==> src/logic/fir_pkg.sv <==
package fir_pkg;

    // sample and result width
    localparam int SAMPLE_W = 16;
    localparam int TAPS = 32;
    localparam int HALF_TAPS = TAPS / 2;
    localparam int COEF_W = 18;
    localparam int ACC_W = 40;
    // arithmetic shift applied to the full sum
    localparam int ZOOM = 16;

    // credit scheme
    localparam int IN_CREDITS = 4;
    localparam int OUT_CREDITS = 2;
    localparam int QUEUE_DEPTH = IN_CREDITS;

    // counter widths
    localparam int FILL_W = $clog2(TAPS);
    localparam int OCNT_W = $clog2(OUT_CREDITS + 1);
    localparam int QPTR_W = $clog2(QUEUE_DEPTH);

    // tap j and tap TAPS-1-j share entry j
    localparam logic signed [COEF_W-1:0] FIR_COEF [HALF_TAPS] = '{
        -18'sd120,  -18'sd211,  -18'sd318,  -18'sd397,
        -18'sd380,  -18'sd188,  18'sd256,   18'sd996,
        18'sd2018,  18'sd3249,  18'sd4580,  18'sd5868,
        18'sd6959,  18'sd7742,  18'sd8195,  18'sd8340
    };

    typedef logic signed [SAMPLE_W-1:0] sample_t;

    // index 0 holds the newest sample
    typedef sample_t [TAPS-1:0] tap_vec_t;

    typedef logic signed [ACC_W-1:0] acc_t;

    typedef logic [FILL_W-1:0] fill_cnt_t;
    typedef logic [OCNT_W-1:0] out_cnt_t;
    typedef logic [QPTR_W-1:0] qptr_t;
    typedef logic [QPTR_W:0] qcnt_t;

    typedef struct packed {
        logic    valid;
        sample_t data;
    } fir_beat_t;

    typedef enum logic {
        CTRL_FILL,
        CTRL_RUN
    } ctrl_state_e;

endpackage

==> src/logic/fir_out_queue.sv <==
`timescale 1ns/10ps

module fir_out_queue (
    input  logic                clk,
    input  logic                rst,
    input  fir_pkg::fir_beat_t  push_i,
    input  logic                pop_i,
    output logic                head_valid_o,
    output fir_pkg::sample_t    head_o
);

    fir_pkg::sample_t mem_q [fir_pkg::QUEUE_DEPTH];
    fir_pkg::qptr_t wr_ptr_q;
    fir_pkg::qptr_t rd_ptr_q;
    fir_pkg::qcnt_t count_q;
    logic full;

    assign full = count_q == fir_pkg::qcnt_t'(fir_pkg::QUEUE_DEPTH);
    assign head_valid_o = count_q != '0;
    assign head_o = mem_q[rd_ptr_q];

    always_ff @(posedge clk) begin
        if (push_i.valid) begin
            mem_q[wr_ptr_q] <= push_i.data;
        end
    end

    // pointers wrap on their own, depth is a power of two
    always_ff @(posedge clk) begin
        if (rst) begin
            wr_ptr_q <= '0;
            rd_ptr_q <= '0;
            count_q <= '0;
        end else begin
            if (push_i.valid) begin
                wr_ptr_q <= wr_ptr_q + 1'b1;
            end
            if (pop_i) begin
                rd_ptr_q <= rd_ptr_q + 1'b1;
            end
            case ({push_i.valid, pop_i})
                2'b10: count_q <= count_q + 1'b1;
                2'b01: count_q <= count_q - 1'b1;
                default: count_q <= count_q;
            endcase
        end
    end

    // input credits bound the samples in flight to the depth
    no_overflow_a: assert property (@(posedge clk) disable iff (rst)
        push_i.valid |-> !full);

    no_underflow_a: assert property (@(posedge clk) disable iff (rst)
        pop_i |-> head_valid_o);

endmodule

==> config.mk <==
export PLATFORM = sky130hd
export DESIGN_NAME = fir_out_queue
export DESIGN_NICKNAME = d
export VERILOG_FILES = /design/src/logic/fir_pkg.sv /design/src/logic/fir_out_queue.sv
export SDC_FILE = /design/constraint.sdc
export NUM_CORES = 1
export LEC_CHECK = 0
export BUFFER_PORTS_ARGS = -buffer_cell sky130_fd_sc_hd__buf_2
export CAP_MARGIN = 10
export CORE_ASPECT_RATIO = 0.8
export CORE_UTILIZATION = 44
export CTS_BUF_LIST = sky130_fd_sc_hd__clkbuf_8
export CTS_CLUSTER_DIAMETER = 60
export DETAILED_ROUTE_END_ITERATION = 6
export PLACE_DENSITY_LB_ADDON = 0.2
export RECOVER_POWER = 25
export SLEW_MARGIN = 25
export SYNTH_ARGS = -nofsm -noshare
export SYNTH_HDL_FRONTEND = slang
export SYNTH_SLANG_ARGS = --single-unit
==> constraint.sdc <==
create_clock -name clk -period 4.6 [get_ports clk]
set_clock_uncertainty 0.2 [all_clocks]
set_input_delay 0.46 -clock clk [delete_from_list [all_inputs] [get_ports clk]]
set_output_delay 0.46 -clock clk [all_outputs]
set_load 0.05 [all_outputs]
# Yosys cells after proc, flatten, opt, wreduce, memory -nomap -nowiden
# Memory sizes are Yosys's and may differ from the RTL's. A register that Yosys moved wholly into a read port is not among the register bits.
# Index checks and enable logic that the tools add are counted.
[totals] ff_bits=7 ramBits=64 inputBits=20 wordCells=17 n_memories=1
[op_classes] add_sub_neg=4 n_eq_ne=2 n_mux=5 reduce_logical=2
[memory_table] memory="mem_q" depth=4 word_bits=16 read_ports=1 rd_clocked_by_memory_dff=1 write_ports=1 line="fir_out_queue.sv:12" rtl="fir_pkg::sample_t mem_q [fir_pkg::QUEUE_DEPTH];"
[op_table] operator="case mux 3 bit (2 select lines)" n=1
[op_table] operator="adder 2 x 1 -> 2 bit, second input constant" n=2
[op_table] operator="2-to-1 mux 2 bit" n=2
[op_table] operator="adder 3 x 1 -> 3 bit, second input constant" n=1
[op_table] operator="nonzero test 3 bit" n=1
[op_table] operator="subtractor 3 x 1 -> 3 bit, second input constant" n=1
[op_table] operator="equality test 2 x 1 -> 1 bit, second input constant" n=1
[op_table] operator="equality test 2 bit, second input constant" n=1
[op_table] operator="2-to-1 mux 1 bit" n=2
[op_table] operator="nonzero test 2 bit" n=1

# Depth between registers and ports, before layout
[logic_depth] word_depth=3 depth_mapped=7 mapped_depth_nobuf=7

# Worst setup path after synthesis
# No wires, ideal clock.
[synth_timing] path_type="input-to-reg" from="input push_i[16] (netlist bit)" to="register count_q[2]" arrival_ns=1.658 required_time_ns=4.330 path_slack_ns=2.672 stages=7 path_cell_list="inv_1 > ha_1 > inv_1 > fa_1 > xor2_1 > or3_1 > a21oi_1"
[synth_between] elab_chain_len=2 elab_cells_between_ends=4
[synth_lines] element="from (decl)" line="fir_out_queue.sv:6" rtl="input fir_pkg::fir_beat_t push_i,"
[synth_lines] element="equality test 2 x 1 -> 1 bit or equality test 2 bit (tied branches)" line="fir_out_queue.sv:41" rtl="case ({push_i.valid, pop_i})"
[synth_lines] element="case mux 3 bit (2 select lines) or nonzero test 2 bit (tied branches)"
[synth_lines] element="to (signal assigned)" line="fir_out_queue.sv:42" rtl="2'b10: count_q <= count_q + 1'b1;"
[synth_lines] element="to (signal assigned)" line="fir_out_queue.sv:43" rtl="2'b01: count_q <= count_q - 1'b1;"
[synth_lines] element="to (signal assigned)" line="fir_out_queue.sv:44" rtl="default: count_q <= count_q;"
[synth_lines] element="to (decl)" line="fir_out_queue.sv:15" rtl="fir_pkg::qcnt_t count_q;"
# Parallel ways exist; a longest one is shown, timed or not.
# A chain may end at the register's enable or synchronous reset.

==> results.md <==
- Pin count of the biggest net entering global routing: 17
- Drc violations: 0
- Hold buffer count at cts: 0
- Area Overhead vs Synth: 15.6%
- Relative slew slack: 0.422
- Data required, critical path: 3940 ps
- Nature of the critical path endpoint: primary output
- IO Count: 37
- Post-CTS sizing: 0
- H-tree depth: 3
- Post-place setup slack: 1980 ps
- Avg WL per Cell: 16.8 um
- Drt via density: 4.93
- Max clock buf depth: 2
- Post-synth cell types: 20
- Antenna Nets Post-Route: 0
- CP startpoint kind: flop
- Reg area: 2100 um2
- Setup ws final: 2040 ps
- Mapped cell area: 2780 um2
- Worst Max-Slew Pin Slew: 867 ps
- Multi-input gate area: 606 um2
- Final wirelength: 4340 um
- Post-route minimum period: 2560 ps
- Crit path DAT: 1900 ps
- Routing usage on met3: 0.0729
- Hold slack: 147 ps
- Net Count, Synth: 156
- Clk_lat worst skew: 340 ps
- Core Footprint: 6010 um2
- CP max FO: 16
- Leakage: 1.11 nW
- Pwr Total: 1.50 mW
- Nets: 198
- Total number of vias: 1,271
- Hold Crit Class: in2reg
- Port Buffer Count: 36
- PD cells: 468 nW/um2
- Syn avg cell area: 21.3 um2
- Sink Count: 73
- Final Wtd Congestion: 0.674
- Number of max-cap violations: 0
- Final Util: 0.534
- Final Slew Violations: 0
- Critical path type: reg2out
- VDD IR max: 0.211 mV
- Cell count after synthesis: 130
- Ys Warns: 0
- M2 GR Usage: 0.255
- Die height: 73.0 um
- Vias in the first global route: 1,356
- GR peak layer: met2
- Setup Fix Bufs, Post-CTS: 0
- Final setup vio count: 0
- Initial DRC Count: 66
- Clock buffer count from CTS: 9
- Chip width: 90.8 um
- Clock root buffer: clkbuf_8
- Layout cells sized above 1: 0.277
- Cell Rows: 25
- N_diodes: 0
- Total gr overflow: 0
- Seq cells post-synth: 73
- DP Wirelength: 2770 um
- Final std cells w/o fill: 258
- TritonCTS clock tree: built
- Post-route cell area: 3210 um2
- First-pass GRT wire length: 6890 um
- # fillers: 512
- Sum of negative setup slack: 0 ps
- Final Hold Fails: 0
- Initial antenna violation count: 0
- Die ar.: 6630 um2
- Period utilization: 0.556
- 1st-pass router iterations: 4
- Initial Util: 0.462
- Grt met1 use: 0.172
- Most common cell after layout, fill and taps aside: edfxtp_1
- Total Routing Usage GR: 0.151
- Worst-path clk slew: 70 ps
- Most frequent cells in the layout: edfxtp_1 (64), buf_2 (25), clkbuf_1 (11), mux4_2 (10), clkbuf_8 (9)
- Register area share after synthesis: 0.757
- Dpl cells: 242
- RSZ-0062 raised after global routing: no
- Placed instance area: 3010 um2
- Highest achievable clock rate: 391 MHz
- Status: finished clean
## power breakdown
| part | switching, mW | internal [mW] |
|---|---|---|
| Sequential | 0.0226 | 0.758 |
| Clock | 0.216 | 0.299 |
| Combinational | 0.140 | 0.0647 |
| Total | 0.378 | 1.12 |
## cell type report
cell class              instances  area share
multi-input cells              46       0.189
flip-flops and latches         73       0.656
clock inverters                 7      0.0265
repair buffers                 36      0.0519
inverters                       6     0.00702
clock buffers                   9      0.0386
well taps                      81      0.0316
## logic make-up after synthesis
kind of cell / Yosys count / share of synthesized area
buffers and inverters: 11 / 0.0243
AOI/OAI and AO/OA: 3 / 0.00541
adders and majority gates: 6 / 0.0298
muxes: 17 / 0.142
xor gates and xnor gates: 5 / 0.0158
and+or+nand+nor: 15 / 0.0257
DFF: 73 / 0.757
## registers in the layout, summed over array words and instances, names as in the netlist, named ones only
name,cells
count_q,3
mem_q,64
rd_ptr_q,2
wr_ptr_q,2
## final timing paths
path              slack (ps)        start  cells past startpoint          end
setup / recovery        2040         flop                      2   head_o[15]
hold reg to reg          310   count_q[2]                      2   count_q[2]
hold / removal           150    push_i[8]                      1  mem_q[0][8]
setup reg to reg        2740  wr_ptr_q[0]                      3  mem_q[0][5]
## critical path, stage by stage (launching register included)
cell     delay [ps]
dfxtp_2         680
mux4_1          640
buf_2           230
## cell usage after synthesis
cell,count,area (um2)
inv_1,6,22.5
clkbuf_1,1,3.75
buf_12,1,20.0
buf_2,2,10.0
and2_1,4,25.0
edfxtp_1,64,1920
nor2_1,8,30.0
ha_1,5,62.6
mux4_2,10,225
mux4_1,6,158
nand2_1,1,3.75
dfxtp_1,9,180
fa_1,1,20.0
buf_6,1,11.3
a21oi_1,2,10.0
xor2_1,3,26.3
mux2i_1,1,10.0
xnor2_1,2,17.5
o21ai_0,1,5.00
or3_1,2,12.5
## metal layers
layer  vias up  part of all wire
met3         7             0.056
met4         0             0.011
li1        594                 -
met5         -                 0
met1       635              0.44
met2        35              0.49
No activity file was read; power rests on OpenSTA's default activity.
