**src/logic/fir_pkg.sv**
```systemverilog
package fir_pkg;

    // sample and result width
    localparam int SAMPLE_W = 16;
    localparam int TAPS = 32;
    localparam int HALF_TAPS = TAPS / 2;
    localparam int COEF_W = 18;
    localparam int ACC_W = 40;
    // arithmetic shift applied to the full sum
    localparam int ZOOM = 16;

    // credit scheme
    localparam int IN_CREDITS = 4;
    localparam int OUT_CREDITS = 2;
    localparam int QUEUE_DEPTH = IN_CREDITS;

    // counter widths
    localparam int FILL_W = $clog2(TAPS);
    localparam int OCNT_W = $clog2(OUT_CREDITS + 1);
    localparam int QPTR_W = $clog2(QUEUE_DEPTH);

    // tap j and tap TAPS-1-j share entry j
    localparam logic signed [COEF_W-1:0] FIR_COEF [HALF_TAPS] = '{
        -18'sd120,  -18'sd211,  -18'sd318,  -18'sd397,
        -18'sd380,  -18'sd188,  18'sd256,   18'sd996,
        18'sd2018,  18'sd3249,  18'sd4580,  18'sd5868,
        18'sd6959,  18'sd7742,  18'sd8195,  18'sd8340
    };

    typedef logic signed [SAMPLE_W-1:0] sample_t;

    // index 0 holds the newest sample
    typedef sample_t [TAPS-1:0] tap_vec_t;

    typedef logic signed [ACC_W-1:0] acc_t;

    typedef logic [FILL_W-1:0] fill_cnt_t;
    typedef logic [OCNT_W-1:0] out_cnt_t;
    typedef logic [QPTR_W-1:0] qptr_t;
    typedef logic [QPTR_W:0] qcnt_t;

    typedef struct packed {
        logic    valid;
        sample_t data;
    } fir_beat_t;

    typedef enum logic {
        CTRL_FILL,
        CTRL_RUN
    } ctrl_state_e;

endpackage

```
**src/logic/fir_mac.sv**
```systemverilog
`timescale 1ns/10ps

module fir_mac (
    input  logic                clk,
    input  logic                rst,
    input  logic                valid_i,
    input  fir_pkg::tap_vec_t   taps_i,
    output fir_pkg::fir_beat_t  beat_o
);

    logic signed [fir_pkg::SAMPLE_W:0] pair_d [fir_pkg::HALF_TAPS];
    logic signed [fir_pkg::SAMPLE_W:0] pair_q [fir_pkg::HALF_TAPS];
    logic valid_q;
    fir_pkg::acc_t acc_sum;
    fir_pkg::acc_t acc_shift;
    fir_pkg::sample_t rounded;

    // fold symmetric taps, one extra bit for the pair sum
    always_comb begin
        for (int j = 0; j < fir_pkg::HALF_TAPS; j++) begin
            pair_d[j] = {taps_i[j][fir_pkg::SAMPLE_W-1], taps_i[j]}
                + {taps_i[fir_pkg::TAPS-1-j][fir_pkg::SAMPLE_W-1],
                   taps_i[fir_pkg::TAPS-1-j]};
        end
    end

    // stage 1 snapshot, tap line is free to shift again
    always_ff @(posedge clk) begin
        if (rst) begin
            valid_q <= 1'b0;
        end else begin
            valid_q <= valid_i;
        end
        pair_q <= pair_d;
    end

    // products and adder tree
    always_comb begin
        acc_sum = '0;
        for (int j = 0; j < fir_pkg::HALF_TAPS; j++) begin
            acc_sum = acc_sum + fir_pkg::acc_t'(pair_q[j])
                * fir_pkg::acc_t'(fir_pkg::FIR_COEF[j]);
        end
    end

    assign acc_shift = acc_sum >>> fir_pkg::ZOOM;

    // negative sums get one added after the shift
    assign rounded = acc_shift[fir_pkg::SAMPLE_W-1:0]
        + {{(fir_pkg::SAMPLE_W-1){1'b0}}, acc_sum[fir_pkg::ACC_W-1]};

    // stage 2
    always_ff @(posedge clk) begin
        if (rst) begin
            beat_o.valid <= 1'b0;
        end else begin
            beat_o.valid <= valid_q;
        end
        beat_o.data <= rounded;
    end

endmodule

```
**config.mk**
```make
export PLATFORM = sky130hd
export DESIGN_NAME = fir_mac
export DESIGN_NICKNAME = d
export VERILOG_FILES = /design/src/logic/fir_pkg.sv /design/src/logic/fir_mac.sv
export SDC_FILE = /design/constraint.sdc
export NUM_CORES = 2
export LEC_CHECK = 0
export BUFFER_PORTS_ARGS = -buffer_cell sky130_fd_sc_hd__buf_2
export CAP_MARGIN = 20
export CELL_PAD_IN_SITES_DETAIL_PLACEMENT = 0
export CELL_PAD_IN_SITES_GLOBAL_PLACEMENT = 1
export CORE_AREA = 2 2 556 558
export CTS_CLUSTER_SIZE = 12
export DETAILED_ROUTE_END_ITERATION = 8
export DIE_AREA = 0 0 558 560
export GPL_ROUTABILITY_DRIVEN = 0
export PLACE_DENSITY = 0.47
export SYNTH_ARGS = -nofsm -noshare
export SYNTH_HDL_FRONTEND = slang
export SYNTH_SLANG_ARGS = --single-unit
```
**constraint.sdc**
```tcl
create_clock -name clk -period 40.1 [get_ports clk]
set_clock_uncertainty 0.05 [all_clocks]
set_input_delay 2.005 -clock clk [delete_from_list [all_inputs] [get_ports clk]]
set_output_delay 2.005 -clock clk [all_outputs]
set_load 0.05 [all_outputs]
```
After elaboration in Yosys (flattened, before gate mapping)
Cells that the tools add are included.
{ "totals": {"register_bits": 290, "latchBits": 0, "ram_bits": 0, "romBits": 0, "input_bits": 515, "output_inout_bits": 17, "elab_cells": 66, "n_memories": 0} }
{ "op_classes": {"add_sub_neg": 32, "mul": 15, "div_mod_pow": 0, "order_cmp": 0, "eq_ne": 0, "shifts": 0, "muxes": 0, "bitwise_logic": 0, "reduce_logical": 0} }
{ "op_table": {"columns": ["cell", "n"], "rows": [
  ["$add A16 B16 Y17", 16],
  ["$mul A17 B13 Y30 const B", 3],
  ["$mul A17 B9 Y26 const B", 3],
  ["$mul A17 B12 Y29 const B", 2],
  ["$add A39 B32 Y40", 1],
  ["$add A40 B32 Y40", 1],
  ["$add A38 B31 Y39", 1],
  ["$add A37 B31 Y38", 1],
  ["$add A36 B31 Y37", 1],
  ["$add A35 B31 Y36", 1],
  ["$add A34 B30 Y35", 1],
  ["$add A33 B29 Y34", 1],
  ["$add A32 B28 Y33", 1],
  ["$add A31 B25 Y32", 1],
  ["$mul A17 B15 Y32 const B", 1],
  ["$add A30 B26 Y31", 1],
  ["$mul A17 B14 Y31 const B", 1],
  ["$add A29 B27 Y30", 1],
  ["$add A28 B27 Y29", 1],
  ["$add A27 B27 Y28", 1],
  ["$mul A17 B11 Y28 const B", 1],
  ["$add A25 B26 Y27", 1],
  ["$mul A17 B10 Y27 const B", 1],
  ["$mul A17 B8 Y25 const B", 1],
  ["3 further kinds", 3]
]} }

Longest topological paths before layout
{ "depth": {"depth_word": 17, "ltp_mapped": 62, "ltp_nobuf": 62} }

Worst setup path after synthesis
No wires, ideal clock.
{ "synth_timing": {"path_kind": "register to register", "startpoint": "register pair_q[44] in the netlist's numbering", "endpoint": "register beat_o[15] in the netlist's numbering", "setup_time_ns": 0.118, "arrival_ns": 14.479, "required_ns": 39.932, "slack_ns": 25.453, "stages_incl_launch_ff": 58, "path_buffers": 0, "period_less_slack_ns": 14.647, "path_cell_list": "dfxtp_1 > inv_1 > fa_1 > fa_1 > inv_1 > fa_1 > fa_1 > inv_1 > fa_1 > inv_1 > ha_1 > a21o_1 > a211oi_1 > nand2_1 > o21a_1 > a211oi_1 > o21ai_0 > and4_1 > [... 22 more ...] > nand2b_1 > a21oi_1 > nor2b_1 > o21ai_0 > nand2b_1 > a21oi_1 > o31ai_1 > xnor2_1 > ha_1 > nand2_1 > nor3_1 > mux2_2 > a211oi_1 > nor4b_2 > or4b_4 > o31a_1 > or4_1 > xor2_1"} }
{ "synth_via": {"elab_chain_cells": 5} }
{ "synth_rtl": {"columns": ["element", "line_no", "rtl"], "rows": [
  ["start: declaration", "fir_mac.sv:12", "logic signed [fir_pkg::SAMPLE_W:0] pair_q [fir_pkg::HALF_TAPS];"],
  ["start signal: assignment", "fir_mac.sv:34", "pair_q <= pair_d;"],
  ["$mul A17 B13 Y30", "fir_mac.sv:42", "* fir_pkg::acc_t'(fir_pkg::FIR_COEF[j]);"],
  ["$add A38 B31 Y39", "fir_mac.sv:41", "acc_sum = acc_sum + fir_pkg::acc_t'(pair_q[j])"],
  ["$add A39 B32 Y40", "fir_mac.sv:41", null],
  ["$add A40 B32 Y40", "fir_mac.sv:41", null],
  ["$add A16 B1 Y16", "fir_mac.sv:50", "+ {{(fir_pkg::SAMPLE_W-1){1'b0}}, acc_sum[fir_pkg::ACC_W-1]};"],
  ["via rounded[15]", "fir_mac.sv:16", "fir_pkg::sample_t rounded;"],
  ["end: declaration", "fir_mac.sv:8", "output fir_pkg::fir_beat_t beat_o"]
]} }
The timed path passes the listed nets, and every way through them passes these cells.
A chain may end at the register's enable or synchronous reset.

Worst setup path in the final report
{ "layout_timing": {"startpoint": "register pair_q[36] in the netlist's numbering", "endpoint": "register beat_o[15] in the netlist's numbering"} }
Same word-level chain as after synthesis.

==> results.json <==
{
  "status": "complete, no violations",
  "cp_slowest_stage_delay_ns": 0.72,
  "drc": 0,
  "ys.flop_type": "dfxtp_1",
  "r2r_start": "pair_q[36]",
  "cp.required_ns": 40.62,
  "dieHeight_um": 560,
  "wl_per_cell_um": 18.5,
  "drive_above_1_share": 0.0810,
  "cts_tree": "built",
  "grt_use_total": 0.154,
  "postSynthAreaPerCell_um2": 9.62,
  "path_class": "reg2reg",
  "cts_htree_levels": 2,
  "clock_sinks": 290,
  "antenna_found_initial": 22,
  "critical_path.startpoint_type": "register",
  "hp-class": "reg2reg",
  "finalHoldViolations": 0,
  "postCtsHoldBufs": 0,
  "max_cap_viol_count": 0,
  "synth_edf_count": 0,
  "drtIter0Drc": 1790,
  "fp.dieW_um": 558,
  "dieArea_mm2": 0.312,
  "setup_viol": 0,
  "num_rows": 204,
  "hold_path_end": "beat_o[16]",
  "crit_arrival_ns": 17.24,
  "synth_cell_types": 83,
  "cp_slowest_cell": "a2111oi_0",
  "cts_inserted_buffers": 47,
  "utilization": 0.280,
  "io_pins": 532,
  "max_slew_margin": 0.340,
  "clkSlewWorstSetupHoldPaths_ns": 0.06,
  "overflow": 0,
  "grt_first_pass_wirelength_mm": 358,
  "area_growth_pct": 12.7,
  "vias": 51814,
  "ys_seq_area_frac": 0.0761,
  "finalCritPeriodShare": 0.417,
  "fin_nets": 11986,
  "post_cts_buffers": 0,
  "drtPass1Iterations": 5,
  "grt_pass1_vias": 57415,
  "async_flop_share": 0,
  "grt_max_degree": 41,
  "yosys_warnings": 0,
  "ff2ff_setup_slack_ns": 23.38,
  "rr_endpoint": "beat_o[15]",
  "fmax_mhz": 59.8,
  "ys_seq_elements": 290,
  "regArea_mm2": 0.00581,
  "synth_fp_nets": 11396,
  "hold_depth": 1,
  "hold_start": "valid_q",
  "placed_area_mm2": 0.0842,
  "vias_per_cell": 4.08,
  "place_hpwl_mm": 220,
  "cpLargestDelayFamily": "adder cells",
  "crit_path_end_kind": "register",
  "worst_slew_pin_slew_ns": 0.991,
  "worst-path-max-fanout": 8,
  "initial_core_util": 0.249,
  "rsz0062_at_grt": "no",
  "post-route-min-period_ns": 16.72,
  "synth_area_mm2": 0.0763,
  "setup-tns-final_ns": 0,
  "ant_nets": 0,
  "report.final.slew_viol_count": 0,
  "worstSkewPairLatency_ns": 0.72,
  "fillers": 32847,
  "fin_area_mm2": 0.0860,
  "coreArea_mm2": 0.307,
  "cts_resized": 0,
  "multi_input_area_mm2": 0.0610,
  "rr_worst_depth": 59,
  "cts_buffer_depth": 3,
  "cts-root-buf": "clkbuf_16",
  "cpMostUsedCell": "fa_1",
  "crit_buf_inv": 10,
  "port_buffers": 531,
  "routed_wl_mm": 235,
  "postSynthCellCount": 7939
}
-- layout by cell type, fill, tap and decap left out, types with 91 or more instances in the layout --
cell type	instances
inv_1	2527
ha_1	1542
dfxtp_1	289
nor2_1	287
a21oi_1	238
nor3_1	95
xor2_1	94
o21ai_0	169
buf_2	531
fa_1	1400
nand2_1	165
a21o_1	91
xnor2_1	330
-- kinds of logic (layout without fill, tap and decap cells) --
logic type / Yosys count / count (layout) / share of synthesized area
buffers and inverters: 2533 / 3161 / 0.125
and+or+nand+nor: 875 / 875 / 0.0553
other: 0 / 12 / 0
muxes: 10 / 10 / 0.00138
AOI/OAI and AO/OA: 865 / 865 / 0.0742
adders and majority gates: 2942 / 2942 / 0.620
DFF: 290 / 290 / 0.0761
xor gates and xnor gates: 424 / 424 / 0.0486
-- registers in the layout (all words and copies together) (netlist names) --
register and cells:
beat_o 17, valid_q 1, pair_q 272
-- worst reg2reg max path, delay by kind of cell (launching register included) --
kind	cells	cell delay, ns
adders and majority gates	18	7.93
AOI/OAI and AO/OA	17	4.51
and+or+nand+nor	10	2.08
xor gates and xnor gates	3	0.72
buffers and inverters	10	0.66
DFF	1	0.53
muxes	1	0.18
-- how the worst max path moves through the flow --
| stage | from | to | slack [ns] | depth (start not counted) |
|---|---|---|---|---|
| 2_1_floorplan | pair_q[44] | beat_o[15] | 25.45 | 57 |
| 3_3_place_gp | pair_q[36] | beat_o[15] | 23.29 | 59 |
| 6_report | pair_q[36] | beat_o[15] | 23.38 | 59 |
| 3_5_place_dp | pair_q[36] | beat_o[15] | 23.32 | 59 |
| 4_1_cts | pair_q[36] | beat_o[15] | 23.24 | 59 |
| 5_1_grt | pair_q[36] | beat_o[15] | 22.35 | 59 |
-- stage by stage --
stage               hold slack, ns  instances  worst slack, ns
finish                       0.383      12699            23.38
global route                 0.399      12696            22.35
CTS                          0.390      12687            23.24
detailed placement           0.378      12600            23.32
global placement             0.372      12600            23.29
floorplan                    0.364       7939            25.45
-- synth_stat cells (all sizes together), types with 72 or more instances --
master  count  area share
o21ai     173       0.011
xnor2     330       0.038
fa       1400        0.37
nand2     165      0.0081
ha       1542        0.25
a21o       92      0.0091
dfxtp     290       0.076
a21oi     239       0.016
inv      2527        0.12
xor2       94       0.011
nand3      75      0.0049
nor3       95      0.0062
nor2      287       0.014
a21boi     72      0.0071
-- cell type report --
type	count	area share
Sequential cell	290	0.0675
Antenna cell	12	0.000349
Multi-Input combinational cell	5116	0.709
Clock buffer	52	0.0141
Timing Repair Buffer	547	0.0323
Clock inverter	35	0.00628
Tap cell	4120	0.0599
Inverter	2527	0.110
-- metal layers --
layer | vias up | routed length (um) | global-route usage
met1 | 25494 | 112000 | 0.210
met5 | - | 10 | 0
li1 | 25567 | - | -
met4 | 2 | 5980 | 0.0398
met3 | 133 | 5650 | 0.0123
met2 | 618 | 112000 | 0.260
Power is left out: the tool's default activity adds up to more than one toggle a clock period on the data nets, which glitch-free logic cannot reach.
