`src/logic/fir_pkg.sv`:
```
package fir_pkg;

    // sample and result width
    localparam int SAMPLE_W = 16;
    localparam int TAPS = 32;
    localparam int HALF_TAPS = TAPS / 2;
    localparam int COEF_W = 18;
    localparam int ACC_W = 40;
    // arithmetic shift applied to the full sum
    localparam int ZOOM = 16;

    // credit scheme
    localparam int IN_CREDITS = 4;
    localparam int OUT_CREDITS = 2;
    localparam int QUEUE_DEPTH = IN_CREDITS;

    // counter widths
    localparam int FILL_W = $clog2(TAPS);
    localparam int OCNT_W = $clog2(OUT_CREDITS + 1);
    localparam int QPTR_W = $clog2(QUEUE_DEPTH);

    // tap j and tap TAPS-1-j share entry j
    localparam logic signed [COEF_W-1:0] FIR_COEF [HALF_TAPS] = '{
        -18'sd120,  -18'sd211,  -18'sd318,  -18'sd397,
        -18'sd380,  -18'sd188,  18'sd256,   18'sd996,
        18'sd2018,  18'sd3249,  18'sd4580,  18'sd5868,
        18'sd6959,  18'sd7742,  18'sd8195,  18'sd8340
    };

    typedef logic signed [SAMPLE_W-1:0] sample_t;

    // index 0 holds the newest sample
    typedef sample_t [TAPS-1:0] tap_vec_t;

    typedef logic signed [ACC_W-1:0] acc_t;

    typedef logic [FILL_W-1:0] fill_cnt_t;
    typedef logic [OCNT_W-1:0] out_cnt_t;
    typedef logic [QPTR_W-1:0] qptr_t;
    typedef logic [QPTR_W:0] qcnt_t;

    typedef struct packed {
        logic    valid;
        sample_t data;
    } fir_beat_t;

    typedef enum logic {
        CTRL_FILL,
        CTRL_RUN
    } ctrl_state_e;

endpackage

```
`src/logic/fir_tap_line.sv`:
```
`timescale 1ns/10ps

module fir_tap_line (
    input  logic               clk,
    input  logic               rst,
    input  logic               shift_i,
    input  fir_pkg::sample_t   sample_i,
    output fir_pkg::tap_vec_t  taps_o
);

    // newest sample enters at index 0, oldest falls off the top
    always_ff @(posedge clk) begin
        if (rst) begin
            taps_o <= '0;
        end else if (shift_i) begin
            taps_o <= {taps_o[fir_pkg::TAPS-2:0], sample_i};
        end
    end

endmodule

```
`config.mk`:
```
export PLATFORM = sky130hd
export DESIGN_NAME = fir_tap_line
export DESIGN_NICKNAME = d
export VERILOG_FILES = /design/src/logic/fir_pkg.sv /design/src/logic/fir_tap_line.sv
export SDC_FILE = /design/constraint.sdc
export NUM_CORES = 1
export LEC_CHECK = 0
export ABC_AREA = 0
export BUFFER_PORTS_ARGS = -buffer_cell sky130_fd_sc_hd__buf_4
export CAP_MARGIN = 15
export CORE_AREA = 8 8 240 242
export CTS_BUF_LIST = sky130_fd_sc_hd__clkbuf_2
export CTS_CLUSTER_SIZE = 40
export DETAILED_ROUTE_END_ITERATION = 8
export DIE_AREA = 0 0 248 250
export GPL_ROUTABILITY_DRIVEN = 0
export SLEW_MARGIN = 20
export SYNTH_ARGS = -nofsm -noshare
export SYNTH_HDL_FRONTEND = slang
export SYNTH_SLANG_ARGS = --single-unit
```
`constraint.sdc`:
```
create_clock -name clk -period 1.13 [get_ports clk]
set_input_delay 0.113 -clock clk [delete_from_list [all_inputs] [get_ports clk]]
set_output_delay 0.113 -clock clk [all_outputs]
set_load 0.02 [all_outputs]
```
; ---- Word-level counts from Yosys, hierarchy flattened
; Cells that the tools add are included.
[totals]
reg_bits = 512
output_inout_bits = 512

; ---- Longest topological paths before layout
; Gate-level depths: netlist of run 1.
[logic_depth]
ltp_word = 0
ltp_mapped = 5

; ---- Worst setup path after synthesis of run 1
; OpenSTA, ideal clock, no wires.
[synth_path]
kind = input to register
from = in shift_i
to = reg taps_o[112] in the netlist's numbering
setup_ps = 128
arrival_time_ps = 787
t_required_ps = 1002
path_slack_ps = 215
path_stages = 5
path_buffers = 3
path_cell_list = buf_6 buf_12 buf_12 mux2i_1 nor2_1
[synth_lines]
columns = element, line
row1 = "start, declared", fir_tap_line.sv:6  ; input logic shift_i,
row2 = "end signal, assigned", fir_tap_line.sv:16  ; taps_o <= {taps_o[fir_pkg::TAPS-2:0], sample_i};
row3 = "end, declared", fir_tap_line.sv:8  ; output fir_pkg::tap_vec_t taps_o

; ---- Worst setup path in the final report of run 1
[layout_path]
from = reg taps_o[357] in the netlist's numbering
to = out taps_o[357] in the netlist's numbering
; No word-level cell between the ends.

==> results of run 1 <==
## metrics by stage
stage	setup WS (ps)	utilization	setup TNS (ps)	hold slack [ps]	power, mW
after global routing	-953	0.583	-448710	128	35.1
after detailed placement	-4.30	0.428	-4.30	337	20.3
after CTS	-981	0.576	-461570	12.5	33.9
after floorplan	215	-	0	260	20.1
after global placement	22.2	0.428	0	335	20.3
final	-720	0.583	-334030	283	33.5
## layer usage
| metal | routed length [µm] | GRT usage | up-vias | part of all wire |
|---|---|---|---|---|
| met3 | 5730 | 0.0788 | 112 | 0.084 |
| met4 | 1880 | 0.0976 | 0 | 0.028 |
| met1 | 26100 | 0.222 | 7799 | 0.38 |
| li1 | - | - | 7887 | - |
| met2 | 34400 | 0.370 | 524 | 0.51 |
| met5 | 0 | 0 | - | 0 |
## tightest hold or removal path: cells and delay by family
family | cells | cell delay, ps
buffers and inverters | 3 | 1160
muxes | 1 | 70
and+or+nand+nor | 1 | 70
## worst paths after layout
path	from	to	slack (ps)	depth (start not counted)
worst max-delay path	taps_o[357]	taps_o[357]	-720	1
worst min-delay path	sample_i[6]	taps_o[6]	280	5
worst max register to register	taps_o[449]	taps_o[465]	170	4
worst min register to register	taps_o[485]	taps_o[501]	440	2
## logic make-up (layout without fill, tap and decap cells)
family / count (synthesis) / after routing
muxes: 512 / 512
buffers and inverters: 114 / 1366
and+or+nand+nor: 512 / 512
other: 0 / 2
DFF: 512 / 512
## synth_stat cells (all sizes together)
library cell	count
mux2i	512
dfxtp	512
clkbuf	32
buf	82
nor2	512
## timing repair
item | 4_1_cts | 5_1_grt
hold buffers | 39 | 1
endpoints found under the hold margin | 512 | 34
resized for setup | 1098 | 14
setup buffers | 469 | 42
setup endpoints to repair | 512 | 912
## power by group
| group | internal [mW] | switching (mW) |
|---|---|---|
| registers | 17.9 | 0.0610 |
| logic | 0.977 | 1.06 |
| clock network | 5.78 | 7.68 |
| total | 24.6 | 8.81 |
## final cells by class
cell class | instances | area (µm²) | area share
Sequential cell | 512 | 11100 | 0.356
Timing Repair Buffer | 1136 | 10900 | 0.349
Multi-Input combinational cell | 1024 | 7050 | 0.226
Clock buffer | 197 | 986 | 0.0316
Tap cell | 696 | 871 | 0.0279
Clock inverter | 33 | 277 | 0.00887
Antenna cell | 2 | 5.00 | 0.000160
==> impl_metrics.toml, run 1 <==
[cells_and_area]
final_common_cell = "buf_4"
areaGrowthSynthToFinish_pct = 68.1
nets = 2828
design_area_um2 = 31200
final_cell_mix = "buf_4, buf_6, mux2i_1, nor2_1, dfxtp_2"
largest_reg_flops = 512
final_cells = 3600
largest_register = "taps_o"
num-fill-cells = 4327
reg_top3 = "taps_o (512)"
drive_gt1_frac = 0.627

[setup_path]
worstPathArrival_ps = 1740
crit_path_max_incr_delay_ps = 400
worst_ep_required_time_ps = 1020
crit_family = "flip-flops"
path_cells = "buf_6"
end_kind = "output pin"
worstSetupPathType = "reg2out"
critPathSlowestCell = "dfxtp_4"
path_max_fanout = 3
critPathBufInv = 1
critPathLaunchType = "register"

[drt]
drt_wl_total_mm = 68.1
dr.pass1.iters = 5
vias = 16322
viasPerCell = 4.53
ant_nets = 0
drc = 0
routedWlPerCell_um = 18.9
drt-initial-drc-count = 668

[global_route]
grt_pass1_vias = 17025
track_usage = 0.211
grt_overflow = 0
grt_pass1_wl_mm = 101
grt_max_degree = 65
antenna_found_initial = 3

[yosys]
synthDistinctLibCells = 10
yosys.area_share.adder = 0
synth_top_area_cell = "dfxtp_1"
synth_compound_area_frac = 0
synth.net_count = 1669
yosysWarnings = 0
synth_top_family_by_area = "multiplexers"
yosys.area_share.simple = 0.104
synth_area_per_cell_um2 = 11.2
yosysTopAreaCellShare = 0.553
synth_xor_area_frac = 0
synth_mux_area_frac = 0.276
yosysSeqAreaShare = 0.553
synthCells = 1650
syn_area_um2 = 18500
synth.area.top_cells = "dfxtp_1, mux2i_1, nor2_1, buf_12, clkbuf_1"
synth-seq-cells = 512

[placement]
dp_hpwl_mm = 42.6
placed_cell_area_um2 = 22900
dp.cells = 2818
port_buffers = 530

[pwr]
irDropWorstVdd_uv = 760
p_per_area_nw_per_um2 = 1070
p_leak_nw = 15.7

[floorplan]
row_count = 85
core_um2 = 53500
io_pins = 531
dieArea_um2 = 62000
start_util = 0.347
die_h_um = 250
die_w_um = 248

[sta]
setup_viol = 709
clock_skew_ps = 97.3
slew_headroom = 0.488
max_freq_mhz = 541
setup_ws_ps = -720
fin_crit_sh = 1.64
hold_violations = 0
maxSlewViolCount = 0
grt_setup_unrepaired = "yes"
worst_pin_slew_ps = 768
fin_crit_ps = 1850

[cts]
clk_transition_reported_paths_ps = 100
cts_tree = "built"
clkLatencyLatePin_ps = 1200
root_buffer = "clkbuf_2"
cts_buffers = 135
cts.sinks = 512
cts_max_level = 4
clockBufferDepth = 3

[min_path]
hp-class = "in2reg"

[flow_run]
maxCapViolations = 0

[outcome]
violations = "negative setup slack"
outcome = "finished, violations left"
Power figures use the tool's default switching activity.
==> run 2, diff against run 1 <==
--- a/config.mk
+++ b/config.mk
@@ -8,11 +8,11 @@
 export ABC_AREA = 0
 export BUFFER_PORTS_ARGS = -buffer_cell sky130_fd_sc_hd__buf_4
 export CAP_MARGIN = 15
-export CORE_AREA = 8 8 240 242
+export CORE_AREA = 8 8 225 227
 export CTS_BUF_LIST = sky130_fd_sc_hd__clkbuf_2
 export CTS_CLUSTER_SIZE = 40
 export DETAILED_ROUTE_END_ITERATION = 8
-export DIE_AREA = 0 0 248 250
+export DIE_AREA = 0 0 233 235
 export GPL_ROUTABILITY_DRIVEN = 0
 export SLEW_MARGIN = 20
 export SYNTH_ARGS = -nofsm -noshare
==> run 2 against run 1 <==
- the run still ends with negative setup slack left
- highest routed layer unchanged
- sequential power about the same
- critical path depth unchanged
- combinational power about the same
- sequential share of layout area up 0.12 points
- final area down 0.55%
- core utilization up 7.5 points
- critical path type unchanged
==> impl_metrics.toml, run 2 (synthesized netlist as in run 1, its figures left out) <==
[outcome]
outcome = "finished, violations left"
violations = "negative setup slack"

[cells_and_area]
drive_gt1_frac = 0.627
reg_top3 = "taps_o (512)"
final_cell_mix = "buf_4, mux2i_1, nor2_1, buf_6, dfxtp_2"
largest_reg_flops = 512
final_common_cell = "buf_4"
largest_register = "taps_o"
areaGrowthSynthToFinish_pct = 67.2
nets = 2816

[cts]
clockBufferDepth = 3
clk_transition_reported_paths_ps = 110
cts_tree = "built"
root_buffer = "clkbuf_2"
cts_max_level = 4
clkLatencyLatePin_ps = 1230
cts.sinks = 512
cts_buffers = 137

[sta]
holdWs_ps = 241
setup_viol = 548
grt_setup_unrepaired = "yes"
max_freq_mhz = 535
maxSlewViolCount = 0
hold_violations = 0
worst_pin_slew_ps = 801
clock_skew_ps = 72.1
setup_ws_ps = -739
fin_crit_ps = 1870
slew_headroom = 0.466
fin_crit_sh = 1.65

[setup_path]
crit_family = "flip-flops"
critPathBufInv = 1
worstSetupPathType = "reg2out"
critPathSlowestCell = "dfxtp_4"
end_kind = "output pin"
critPathLaunchType = "register"
path_cells = "buf_6"
worst_ep_required_time_ps = 1020
worstPathArrival_ps = 1760
crit_path_max_incr_delay_ps = 390
path_max_fanout = 2

[pwr]
power.total_mw = 33.4
power.share.switching = 0.265
p_int_mw = 24.6
p_switching_mw = 8.85
power_frac_seq = 0.537
p_leak_nw = 15.6
irDropWorstVdd_uv = 895
p_clk_frac = 0.401
p_comb_frac = 0.061
p_per_area_nw_per_um2 = 1080

[floorplan]
core_um2 = 47100
die_h_um = 235
die_w_um = 233
start_util = 0.393
io_pins = 531
row_count = 80
dieArea_um2 = 54800

[global_route]
grt_pass1_wl_mm = 102
grt_pass1_vias = 17342
grt_max_degree = 53
antenna_found_initial = 2
track_usage = 0.240
grt_overflow = 0

[drt]
drt_wl_total_mm = 67.9
drc = 0
dr.pass1.iters = 5
ant_nets = 0
routedWlPerCell_um = 19.3
viasPerCell = 4.70
drt-initial-drc-count = 701
vias = 16515

[flow_run]
maxCapViolations = 0

[placement]
port_buffers = 530
dp_hpwl_mm = 42.5

[min_path]
hp-class = "in2reg"
## run 2: cell count changes in the layout (fill, tap and decap cells not counted), sizes merged, moves of 2 or more
| cell | previous run | this run |
|---|---|---|
| clkbuf | 197 | 204 |
| diode | 2 | 4 |
| buf | 1097 | 1086 |
| clkinv | 23 | 21 |
| dlygate4sd3 | 39 | 36 |
## run 2: worst paths after layout
| kind | start | end | slack [ps] | cells after the start |
|---|---|---|---|---|
| worst max-delay path | taps_o[106] | taps_o[106] | -740 | 1 |
| worst min-delay path | sample_i[10] | taps_o[10] | 240 | 5 |
| worst max register to register | taps_o[393] | taps_o[393] | 190 | 4 |
| worst min register to register | taps_o[483] | taps_o[499] | 490 | 2 |
## run 2: power by group through the flow
stage / Sequential [mW] / Clock, mW / Combinational [mW]
floorplan: 18.6 / 0 / 1.42
global placement: 18.6 / 0 / 1.76
detailed placement: 18.6 / 0 / 1.76
CTS: 18.0 / 13.9 / 2.02
global route: 18.0 / 15.0 / 2.15
finish: 18.0 / 13.4 / 2.04
## run 2: area by class of cell
type / instances / area (µm²)
diodes: 4 / 10.0
clock buffers: 204 / 1020
clock inverters: 32 / 243
repair buffers: 1122 / 10800
fillers: 3638 / 16100
flip-flops and latches: 512 / 11100
well taps: 615 / 769
multi-input cells: 1024 / 7050
## run 2: per-stage QoR
stage               worst slack (ps)  TNS, ps  instance area [µm²]   util  instances
global placement                49.6        0                22900  0.485       2739
finish                          -739  -335420                31000  0.658       3513
detailed placement              1.16        0                22900  0.485       2739
floorplan                        215        0                18500      -       1650
CTS                             -974  -456200                30700  0.652       3477
global route                    -951  -447150                31000  0.658       3513
## run 2: layer usage
metal  routed length, µm  part of all wire  track usage  up-vias
li1                    -                 -            -     7856
met1               26400              0.39        0.262     7895
met2               32900              0.48        0.398      614
met3                5760             0.085       0.0931      150
met4                2880             0.042        0.123        0
met5                   0                 0            0        -
## run 2: worst register-to-register path, stage by stage (launching register included)
cell	delay, ps
dfxtp_2	330
buf_4	130
buf_4	140
mux2i_1	160
nor2_1	70
## run 2: timing repair
action / 4_1_cts / 5_1_grt
endpoints found under the hold margin: 512 / 39
setup endpoints to repair: 512 / 653
hold buffers: 36 / 1
buffers inserted: 466 / 32
gates resized for setup: 1093 / 9
