===== src/logic/fir_pkg.sv =====
package fir_pkg;

    // sample and result width
    localparam int SAMPLE_W = 16;
    localparam int TAPS = 32;
    localparam int HALF_TAPS = TAPS / 2;
    localparam int COEF_W = 18;
    localparam int ACC_W = 40;
    // arithmetic shift applied to the full sum
    localparam int ZOOM = 16;

    // credit scheme
    localparam int IN_CREDITS = 4;
    localparam int OUT_CREDITS = 2;
    localparam int QUEUE_DEPTH = IN_CREDITS;

    // counter widths
    localparam int FILL_W = $clog2(TAPS);
    localparam int OCNT_W = $clog2(OUT_CREDITS + 1);
    localparam int QPTR_W = $clog2(QUEUE_DEPTH);

    // tap j and tap TAPS-1-j share entry j
    localparam logic signed [COEF_W-1:0] FIR_COEF [HALF_TAPS] = '{
        -18'sd120,  -18'sd211,  -18'sd318,  -18'sd397,
        -18'sd380,  -18'sd188,  18'sd256,   18'sd996,
        18'sd2018,  18'sd3249,  18'sd4580,  18'sd5868,
        18'sd6959,  18'sd7742,  18'sd8195,  18'sd8340
    };

    typedef logic signed [SAMPLE_W-1:0] sample_t;

    // index 0 holds the newest sample
    typedef sample_t [TAPS-1:0] tap_vec_t;

    typedef logic signed [ACC_W-1:0] acc_t;

    typedef logic [FILL_W-1:0] fill_cnt_t;
    typedef logic [OCNT_W-1:0] out_cnt_t;
    typedef logic [QPTR_W-1:0] qptr_t;
    typedef logic [QPTR_W:0] qcnt_t;

    typedef struct packed {
        logic    valid;
        sample_t data;
    } fir_beat_t;

    typedef enum logic {
        CTRL_FILL,
        CTRL_RUN
    } ctrl_state_e;

endpackage


===== src/logic/fir_ctrl.sv =====
`timescale 1ns/10ps

module fir_ctrl (
    input  logic clk,
    input  logic rst,
    input  logic in_valid_i,
    input  logic out_credit_i,
    input  logic head_valid_i,
    output logic shift_o,
    output logic mac_valid_o,
    output logic pop_o,
    output logic in_credit_o
);

    fir_pkg::ctrl_state_e state_q;
    fir_pkg::fill_cnt_t fill_cnt_q;
    fir_pkg::out_cnt_t out_credits_q;
    logic fill_credit_q;

    // source only sends while it holds a credit, so every beat is taken
    assign shift_o = in_valid_i;
    assign pop_o = head_valid_i && (out_credits_q != '0);

    // run samples free their credit when the result leaves the queue
    assign in_credit_o = pop_o || fill_credit_q;

    always_ff @(posedge clk) begin
        if (rst) begin
            state_q <= fir_pkg::CTRL_FILL;
            fill_cnt_q <= '0;
            fill_credit_q <= 1'b0;
            mac_valid_o <= 1'b0;
        end else begin
            fill_credit_q <= 1'b0;
            mac_valid_o <= 1'b0;
            if (in_valid_i) begin
                case (state_q)
                    fir_pkg::CTRL_FILL: begin
                        fill_credit_q <= 1'b1;
                        fill_cnt_q <= fill_cnt_q + 1'b1;
                        // sample TAPS-2 is the last one without a result
                        if (int'(fill_cnt_q) == fir_pkg::TAPS - 2) begin
                            state_q <= fir_pkg::CTRL_RUN;
                        end
                    end
                    default: begin
                        mac_valid_o <= 1'b1;
                    end
                endcase
            end
        end
    end

    // output credits
    always_ff @(posedge clk) begin
        if (rst) begin
            out_credits_q <= fir_pkg::out_cnt_t'(fir_pkg::OUT_CREDITS);
        end else begin
            case ({pop_o, out_credit_i})
                2'b10: out_credits_q <= out_credits_q - 1'b1;
                2'b01: out_credits_q <= out_credits_q + 1'b1;
                default: out_credits_q <= out_credits_q;
            endcase
        end
    end

    // sink never returns more than it was given
    credit_bound_a: assert property (@(posedge clk) disable iff (rst)
        out_credits_q <= fir_pkg::out_cnt_t'(fir_pkg::OUT_CREDITS));

    // no result can pop while a fill credit is still pending
    credit_merge_a: assert property (@(posedge clk) disable iff (rst)
        !(fill_credit_q && pop_o));

endmodule


===== config.mk =====
export PLATFORM = sky130hd
export DESIGN_NAME = fir_ctrl
export DESIGN_NICKNAME = d
export VERILOG_FILES = /design/src/logic/fir_pkg.sv /design/src/logic/fir_ctrl.sv
export SDC_FILE = /design/constraint.sdc
export NUM_CORES = 1
export LEC_CHECK = 0
export BUFFER_PORTS_ARGS = -buffer_cell sky130_fd_sc_hd__buf_2
export CORE_AREA = 2 2 39 41
export DETAILED_ROUTE_END_ITERATION = 7
export DIE_AREA = 0 0 41 43
export PLACE_DENSITY_LB_ADDON = 0.25
export SYNTH_ARGS = -nofsm -noshare
export SYNTH_HDL_FRONTEND = slang
export SYNTH_SLANG_ARGS = --single-unit
export TNS_END_PERCENT = 5

===== constraint.sdc =====
create_clock -name clk -period 2.6 [get_ports clk]
set_clock_uncertainty 0.2 [all_clocks]
set_input_delay 0.65 -clock clk [delete_from_list [all_inputs] [get_ports clk]]
set_output_delay 0.65 -clock clk [all_outputs]
set_load 0.05 [all_outputs]

# [Word-level counts from Yosys, hierarchy flattened]
# Index checks and enable logic that the tools add are counted.
[totals] reg_bits=10 in_bits=5 out_inout_bits=4 word_cells=24
[classes] n_addsub=3 eq_ne=3 mux=5 n_bitwise=2 reduce_logical=6
[ops] op="adder 5 x 1 -> 5 bit, second input constant" n=1
[ops] op="equality test 5 x 2 -> 1 bit, second input constant" n=1
[ops] op="2-to-1 mux 1 bit" n=4
[ops] op="case mux 2 bit (2 select lines)" n=1
[ops] op="nonzero test 2 bit" n=2
[ops] op="adder 2 x 1 -> 2 bit, second input constant" n=1
[ops] op="equality test 2 x 1 -> 1 bit, second input constant" n=1
[ops] op="equality test 2 bit, second input constant" n=1
[ops] op="NOT 1 bit" n=2
[ops] op="AND reduction 2 bit" n=1
[ops] op="OR reduction 2 bit" n=1
[ops] op="subtractor 2 x 1 -> 2 bit, second input constant" n=1
[ops] op="logical AND 1 bit" n=1
[ops] op="logical OR 1 bit" n=1

# [Depth between registers and ports, before layout]
# Gate-level depths: netlist of the first run.
[logic_depth] ltp_word=4 mapped_depth=5 depth_no_buf=5

# [Least setup slack after synthesis of the first run]
# Ideal clock, no wire load.
[synth_timing] path_kind="in2out" startpoint="in head_valid_i" endpoint="out in_credit_o" arrival_ps=1109 t_required_ps=1750 path_slack_ps=641 path_stages=2 n_path_buf=0 cell_sequence="o21ai_1 > nand2b_1"
[synth_via] elab_chain_cells=2
[synth_lines] item="start, declared" line="fir_ctrl.sv:8" text="input logic head_valid_i,"
[synth_lines] item="logical AND 1 bit" line="fir_ctrl.sv:22" text="assign pop_o = head_valid_i && (out_credits_q != '0);"
[synth_lines] item="logical OR 1 bit" line="fir_ctrl.sv:25" text="assign in_credit_o = pop_o || fill_credit_q;"
[synth_lines] item="end, declared" line="fir_ctrl.sv:12" text="output logic in_credit_o"
# Every way passes these cells.

# [Worst setup path after layout of the first run]
# Ends and elaborated chain as after synthesis.

==> summary.txt, run 1 <==
Status
  • Status: finished clean

STA
  • Fmax: 502 MHz
  • Max Slew Vio Count: 0
  • RSZ-0062 raised after global routing: no
  • Hold Slack: 0.306 ns
  • Slew Limit Headroom: 83.4%
  • Period utilisation layout: 76.6%
  • Final hold violation count: 0
  • Worst slew pin tran: 0.251 ns
  • Setup_tns: 0 ns
  • Minimum clock period: 1.99 ns
  • Count of final setup violators: 0

Global route
  • Antenna violations before repair: 0
  • Vias in the first global route: 312
  • Pin count of the biggest net entering global routing: 12
  • Gr ovfl total: 0
  • First-pass GRT wire length: 1350 µm
  • Total GRT Usage: 12.2%

Synthesis
  • Mux contribution to synthesized area: 3.13%
  • Adder-cell share of the synthesized area: 7.81%
  • Compound-cell area share of the yosys netlist: 7.55%
  • Post-synth EDFFs: 0
  • Largest cells by area after synthesis: dfxtp_1, ha_1, nor2_1, xor2_1, nand4_4
  • Largest family of logic cells by synthesized area: simple AND/OR/NAND/NOR gates
  • Syn Area/Cell: 9.81 µm²
  • Top cell type's share of synthesized area: 41.7%
  • Simple-gate share of the synthesized area: 25.5%
  • Sequential-to-total area share from yosys stat: 41.7%
  • XOR/XNOR share of the synthesized area: 7.29%
  • Cell area after synthesis: 480 µm²
  • Syn Inst Count: 49
  • Synth Register Bits: 10
  • Synth warnings: 0
  • Async SR Flop Fraction: 0%
  • Synth area leader: dfxtp_1
  • Synth Flop Type: dfxtp_1
  • Syn Nets: 57
  • Synth cell types: 26

Layout
  • Non-Filler Instances: 74
  • Nets: 67
  • Diodes inserted: 0
  • Most common cell after layout, fill and taps aside: dfxtp_1
  • Area Growth Syn to Fin: 15.4%
  • Layout cells sized above 1: 25.9%
  • Commonest cells after routing, fill and taps aside: dfxtp_1, buf_2, nor2_1
  • Layout Utilization: 40.1%

Clock tree
  • Post-cts hold buffer count: 0
  • CTS tree: built
  • Worst-path clk slew: 0.07 ns
  • Clock sink total: 10
  • CTS Buffer Depth: 2
  • CTS Buf Count: 3
  • Root Buffer: clkbuf_4
  • Post-CTS Setup Bufs: 0
  • # H-tree levels: 1
  • Clk_lat worst skew: 0.27 ns
  • CTS-repair resized insts: 0

Drt
  • Vias per cell: 4.50
  • Drc violations: 0
  • Total routed wirelength: 721 µm
  • 1st-iter DRT viols: 2
  • Routed length per instance: 9.74 µm
  • Routed Antenna Nets: 0
  • 1st-pass router iterations: 3
  • Detailed-route via count: 333

Floorplan
  • Initial Util: 34.7%
  • Die span in y: 43 µm
  • Number of core rows: 14
  • # IOs: 9
  • Core footprint: 1380 µm²
  • Die area: 1760 µm²
  • Die width: 41 µm

Critical path
  • Reg2Reg Depth: 4
  • R2R Setup Slk: 0.95 ns
  • Critical Path Sink Type: output port
  • Reg2reg start: out_credits_q[0]
  • CP arrival: 1.14 ns
  • Most used cell, CP: buf_2
  • Worst R2R End: out_credits_q[1]
  • WS Path Type: in -> out
  • CP required: 1.75 ns
  • CP cell instances: buf_2 -> o21ai_1 -> nand2b_1 -> buf_2
  • CP max-delay cell: buf_2
  • Critical path's largest stage delay: 0.21 ns
  • Worst setup SP type: input pin
  • Crit path max fanout: 3

Placed design
  • Routability cong.: 0.747
  • Dpl hpwl: 513 µm
  • Post-Place Cells: 70
  • Port buffer count: 8

Power and ir drop
  • Comb power frac: 18.8%
  • Leak: 0.269 nW
  • Sw Share: 28.7%
  • Internal power: 279 µW
  • Seq pwr share: 45.2%
  • PD cells: 706 nW/µm²
  • Switching Power: 112 µW
  • Clock network power share: 36.0%
  • Maximum vdd drop: 0.356 mV

Min path
  • Worst Hold Path EP: mac_valid_o
  • Cells on Worst Hold Path: 2
  • Worst Hold Launch: state_q
  • Worst Hold Class: reg -> reg

Flow run
  • Maxcap violations: 0
## area by class of cell
cell class	instances	area, µm²
Tap cell	16	20.0
Inverter	3	11.3
Multi-Input combinational cell	33	246
Fill cell	149	830
Clock buffer	4	36.3
Timing Repair Buffer	8	40.0
Sequential cell	10	200
## power groups by stage
| stage | Combinational (mW) | Clock, mW | Sequential [mW] |
|---|---|---|---|
| finish | 0.0737 | 0.141 | 0.177 |
| global route | 0.0849 | 0.156 | 0.179 |
| CTS | 0.0753 | 0.147 | 0.177 |
| detailed placement | 0.0746 | 0 | 0.180 |
| global placement | 0.0739 | 0 | 0.180 |
| floorplan | 0.0631 | 0 | 0.178 |
## logic make-up after synthesis
group,count (synthesis)
AOI/OAI and AO/OA,6
muxes,1
xor gates and xnor gates,4
and+or+nand+nor,19
buffers and inverters,6
adders and majority gates,3
DFF,10
## Yosys cell counts, types with 2 or more instances
library cell / instances
nor2b_1: 2
nor2_1: 7
inv_1: 3
xor2_1: 3
and3_1: 2
dfxtp_1: 10
ha_1: 3
## worst max-delay path: cells and delay by family
family / cells / cell delay [ns]
AND/OR/NAND/NOR: 1 / 0.07
AO/OA/AOI/OAI: 1 / 0.12
buffers and inverters: 2 / 0.30
## layer usage
metal  track usage [%]  vias to the layer above  share of wire (%)
li1                  -                      179                  -
met1              14.2                      141                 48
met2              14.7                        8                 40
met3              7.85                        5                7.1
met4              10.0                        0                4.2
met5                 0                        -                  0
## registers in the layout (all words and copies together) (netlist names)
| name | flops |
|---|---|
| mac_valid_o | 1 |
| out_credits_q | 2 |
| fill_credit_q | 1 |
| fill_cnt_q | 5 |
| state_q | 1 |
## worst max path at each step
stage               slack [ns]  depth (start not counted)    startpoint          endpoint
finish                    0.61                          4  head_valid_i       in_credit_o
global route              0.54                          4  head_valid_i       in_credit_o
CTS                       0.60                          4  head_valid_i       in_credit_o
detailed placement        0.59                          5  head_valid_i  out_credits_q[1]
global placement          0.62                          4  head_valid_i       in_credit_o
floorplan                 0.64                          2  head_valid_i       in_credit_o
## metrics by stage
| step | setup WS, ns | area [µm²] | total power [mW] |
|---|---|---|---|
| 6_report | 0.610 | 554 | 0.391 |
| 5_1_grt | 0.535 | 554 | 0.420 |
| 4_1_cts | 0.600 | 554 | 0.399 |
| 3_5_place_dp | 0.589 | 518 | 0.255 |
| 3_3_place_gp | 0.617 | 518 | 0.254 |
| 2_1_floorplan | 0.641 | 480 | 0.241 |
Note: power is estimated with default switching activity, not from simulation.
==> inputs of run 2 (changes only) <==
- ABC_AREA: unset -> 1
- clock period: 2.6 -> 1.7 ns (I/O delays scaled with it)
==> run 2 against run 1 <==
Net effect: the run now ends with negative setup slack left; flip-flop and latch count did not move; utilization grew 0.99 points; wire length grew 1.1%; global-route usage fell by 0.95 points; critical path depth unchanged; cell count is 18% higher; die area unchanged; via count up 14%; critical endpoint unchanged; largest cell class unchanged; highest routed layer unchanged.
==> summary.txt, run 2 <==
Clock tree
  • Clk_lat worst skew: 0.26 ns (about the same)
  • Worst-path clk slew: 0.06 ns (about the same)
  • CTS Buf Count: 3 (unchanged)
  • CTS Buffer Depth: 2 (unchanged)
  • # H-tree levels: 1 (unchanged)
  • CTS tree: built
  • Post-cts hold buffer count: 0 (unchanged)
  • Clock sink total: 10 (unchanged)
  • Root Buffer: clkbuf_4

Drt
  • Vias per cell: 4.34 (-3.4%)
  • Total routed wirelength: 729 µm (+1.1%)
  • Detailed-route via count: 378 (+14%)
  • Routed length per instance: 8.38 µm (-14%)
  • Drc violations: 0 (unchanged)
  • Routed Antenna Nets: 0 (unchanged)
  • 1st-iter DRT viols: 6 (+4)
  • 1st-pass router iterations: 4 (+1)

Critical path
  • Critical Path Sink Type: output port
  • CP arrival: 1.17 ns (+0.03 ns)
  • Worst setup SP type: flip-flop
  • Crit path max fanout: 3 (unchanged)
  • WS Path Type: reg -> out
  • Reg2Reg Depth: 7 (+3)
  • CP cell instances: o21ai_2 -> inv_1 -> or2_4 -> buf_6
  • Critical path's largest stage delay: 0.33 ns (+0.12 ns)
  • CP max-delay cell: dfxtp_2
  • CP required: 1.07 ns (-0.68 ns)

STA
  • Fmax: 559 MHz
  • Worst slew pin tran: 0.248 ns (-0.00315 ns)
  • Final worst slack: -0.0900 ns (-0.700 ns)
  • Period utilisation layout: 105%
  • Count of final setup violators: 1 (+1)
  • Hold Slack: 0.155 ns (-0.151 ns)
  • Final hold violation count: 0 (unchanged)
  • RSZ-0062 raised after global routing: yes
  • Slew Limit Headroom: 83.6% (+0.21 points)
  • Minimum clock period: 1.79 ns
  • Max Slew Vio Count: 0 (unchanged)

Synthesis
  • Cell area after synthesis: 460 µm² (-4.2%)
  • Top cells by count, synth: nand2_1, dfxtp_1, inv_1
  • Sequential-to-total area share from yosys stat: 43.5% (+1.8 points)
  • Largest cells by area after synthesis: dfxtp_1, nand2_1, ha_1, inv_1, nor2_1
  • Syn Inst Count: 59 (+20%)
  • Synth Flop Type: dfxtp_1
  • Syn Area/Cell: 7.80 µm² (-20%)
  • Top cell type's share of synthesized area: 43.5% (+1.8 points)
  • Most frequent cell after synthesis: nand2_1
  • Synth warnings: 0 (unchanged)
  • Synth Register Bits: 10 (unchanged)
  • Synth area leader: dfxtp_1
  • Synth cell types: 18 (-31%)
  • Syn Nets: 67 (+18%)
  • Post-synth EDFFs: 0 (unchanged)
  • Async SR Flop Fraction: 0% (unchanged)

Layout
  • Layout cells sized above 1: 31.0% (+5.1 points)
  • Reg with most FFs: fill_cnt_q
  • Commonest cells after routing, fill and taps aside: nand2_1, inv_1, dfxtp_1, nor2_1, buf_2
  • Diodes inserted: 0 (unchanged)
  • Largest registers: fill_cnt_q: 5 flops, out_credits_q: 2 flops
  • Non-Filler Instances: 87 (+18%)
  • Fillers: 151 (+1.3%)
  • Max reg flops: 5 (unchanged)
  • Area Growth Syn to Fin: 23.4%
  • Nets: 80 (+19%)
  • Most common cell after layout, fill and taps aside: nand2_1

Min path
  • Worst Hold Class: in -> reg
  • Cells on Worst Hold Path: 2 (unchanged)

Power and ir drop
  • Leak: 0.270 nW (+0.46%)
  • Maximum vdd drop: 0.457 mV (+28%)
  • PD cells: 1020 nW/µm² (+45%)
  • Power Total: 580 µW (+48%)

Global route
  • Gr ovfl total: 0 (unchanged)
  • Pin count of the biggest net entering global routing: 8 (-4)
  • Total GRT Usage: 11.2% (-0.95 points)
  • Vias in the first global route: 307 (-1.6%)
  • Antenna violations before repair: 0 (unchanged)
  • First-pass GRT wire length: 1150 µm (-14%)

Floorplan
  • Core footprint: 1380 µm² (unchanged)
  • Number of core rows: 14 (unchanged)
  • Die span in y: 43 µm (unchanged)
  • Initial Util: 33.3% (-1.4 points)
  • # IOs: 9 (unchanged)
  • Die area: 1760 µm² (unchanged)
  • Die width: 41 µm (unchanged)

Status
  • Failing checks: negative setup slack
  • Status: complete, but fails checks

Placed design
  • Routability cong.: 0.706 (-5.4%)
  • Post-Place Cells: 82 (+17%)
  • Post-place setup slack: 0.00967 ns (-0.579 ns)
  • Port buffer count: 8 (unchanged)
  • Dpl hpwl: 535 µm (+4.3%)

Flow run
  • Maxcap violations: 0 (unchanged)
[run 2: layer usage]
layer	vias up	wire (µm)	share of wire (%)	GRT usage, %
met5	-	0	0	0
met4	0	24	3.3	10.0
met3	5	56	7.7	9.42
met2	8	313	43	13.4
met1	156	335	46	11.5
li1	209	-	-	-
[run 2: metrics by stage]
| step | util [%] | instance area [µm²] | setup TNS (ns) |
|---|---|---|---|
| 6_report | 41.0 | 568 | -0.0900 |
| 5_1_grt | 41.0 | 568 | -0.178 |
| 4_1_cts | 41.0 | 567 | -0.103 |
| 3_5_place_dp | 37.3 | 515 | 0 |
| 3_3_place_gp | 37.3 | 515 | 0 |
| 2_1_floorplan | - | 463 | -0.0116 |
[run 2: what timing repair did]
action	in CTS	in global routing
setup endpoints to repair	1	2
setup buffers	1	0
pin swaps	1	1
gates resized for setup	3	1
[run 2: report_power, final]
| part | switching [mW] | internal (mW) | total, mW |
|---|---|---|---|
| Clock | 0.0807 | 0.130 | 0.211 |
| Combinational | 0.0654 | 0.0411 | 0.106 |
| Sequential | 0.0123 | 0.251 | 0.263 |
| Total | 0.158 | 0.422 | 0.580 |
[run 2: cell families after synthesis]
kind of cell,synth area share [%]
fa+ha+maj,8.15
flops,43.5
xor+xnor,1.90
buf+inv,8.97
compound gates,8.69
simple gates,28.8
[run 2: final timing paths]
check | startpoint | to | slack [ns]
setup / recovery | out_credits_q[1] | in_credit_o | -0.09
hold / removal | rst | fill_cnt_q[2] | 0.15
setup reg to reg | out_credits_q[1] | out_credits_q[1] | 0.30
hold reg to reg | out_credits_q[1] | out_credits_q[1] | 0.28
[run 2: final cells by class]
cell class | instances | area (µm²) | area share, %
Multi-Input combinational cell | 39 | 221 | 39.0
Inverter | 9 | 33.8 | 5.95
Timing Repair Buffer | 9 | 53.8 | 9.47
Clock buffer | 4 | 36.3 | 6.39
Sequential cell | 10 | 203 | 35.7
Tap cell | 16 | 20.0 | 3.52
[run 2: worst max-delay path: cells and delay by family (launching register included)]
kind	cells	cell delay, ns
AO/OA/AOI/OAI	1	0.14
flip-flops	1	0.33
buffers and inverters	2	0.21
AND/OR/NAND/NOR	1	0.22
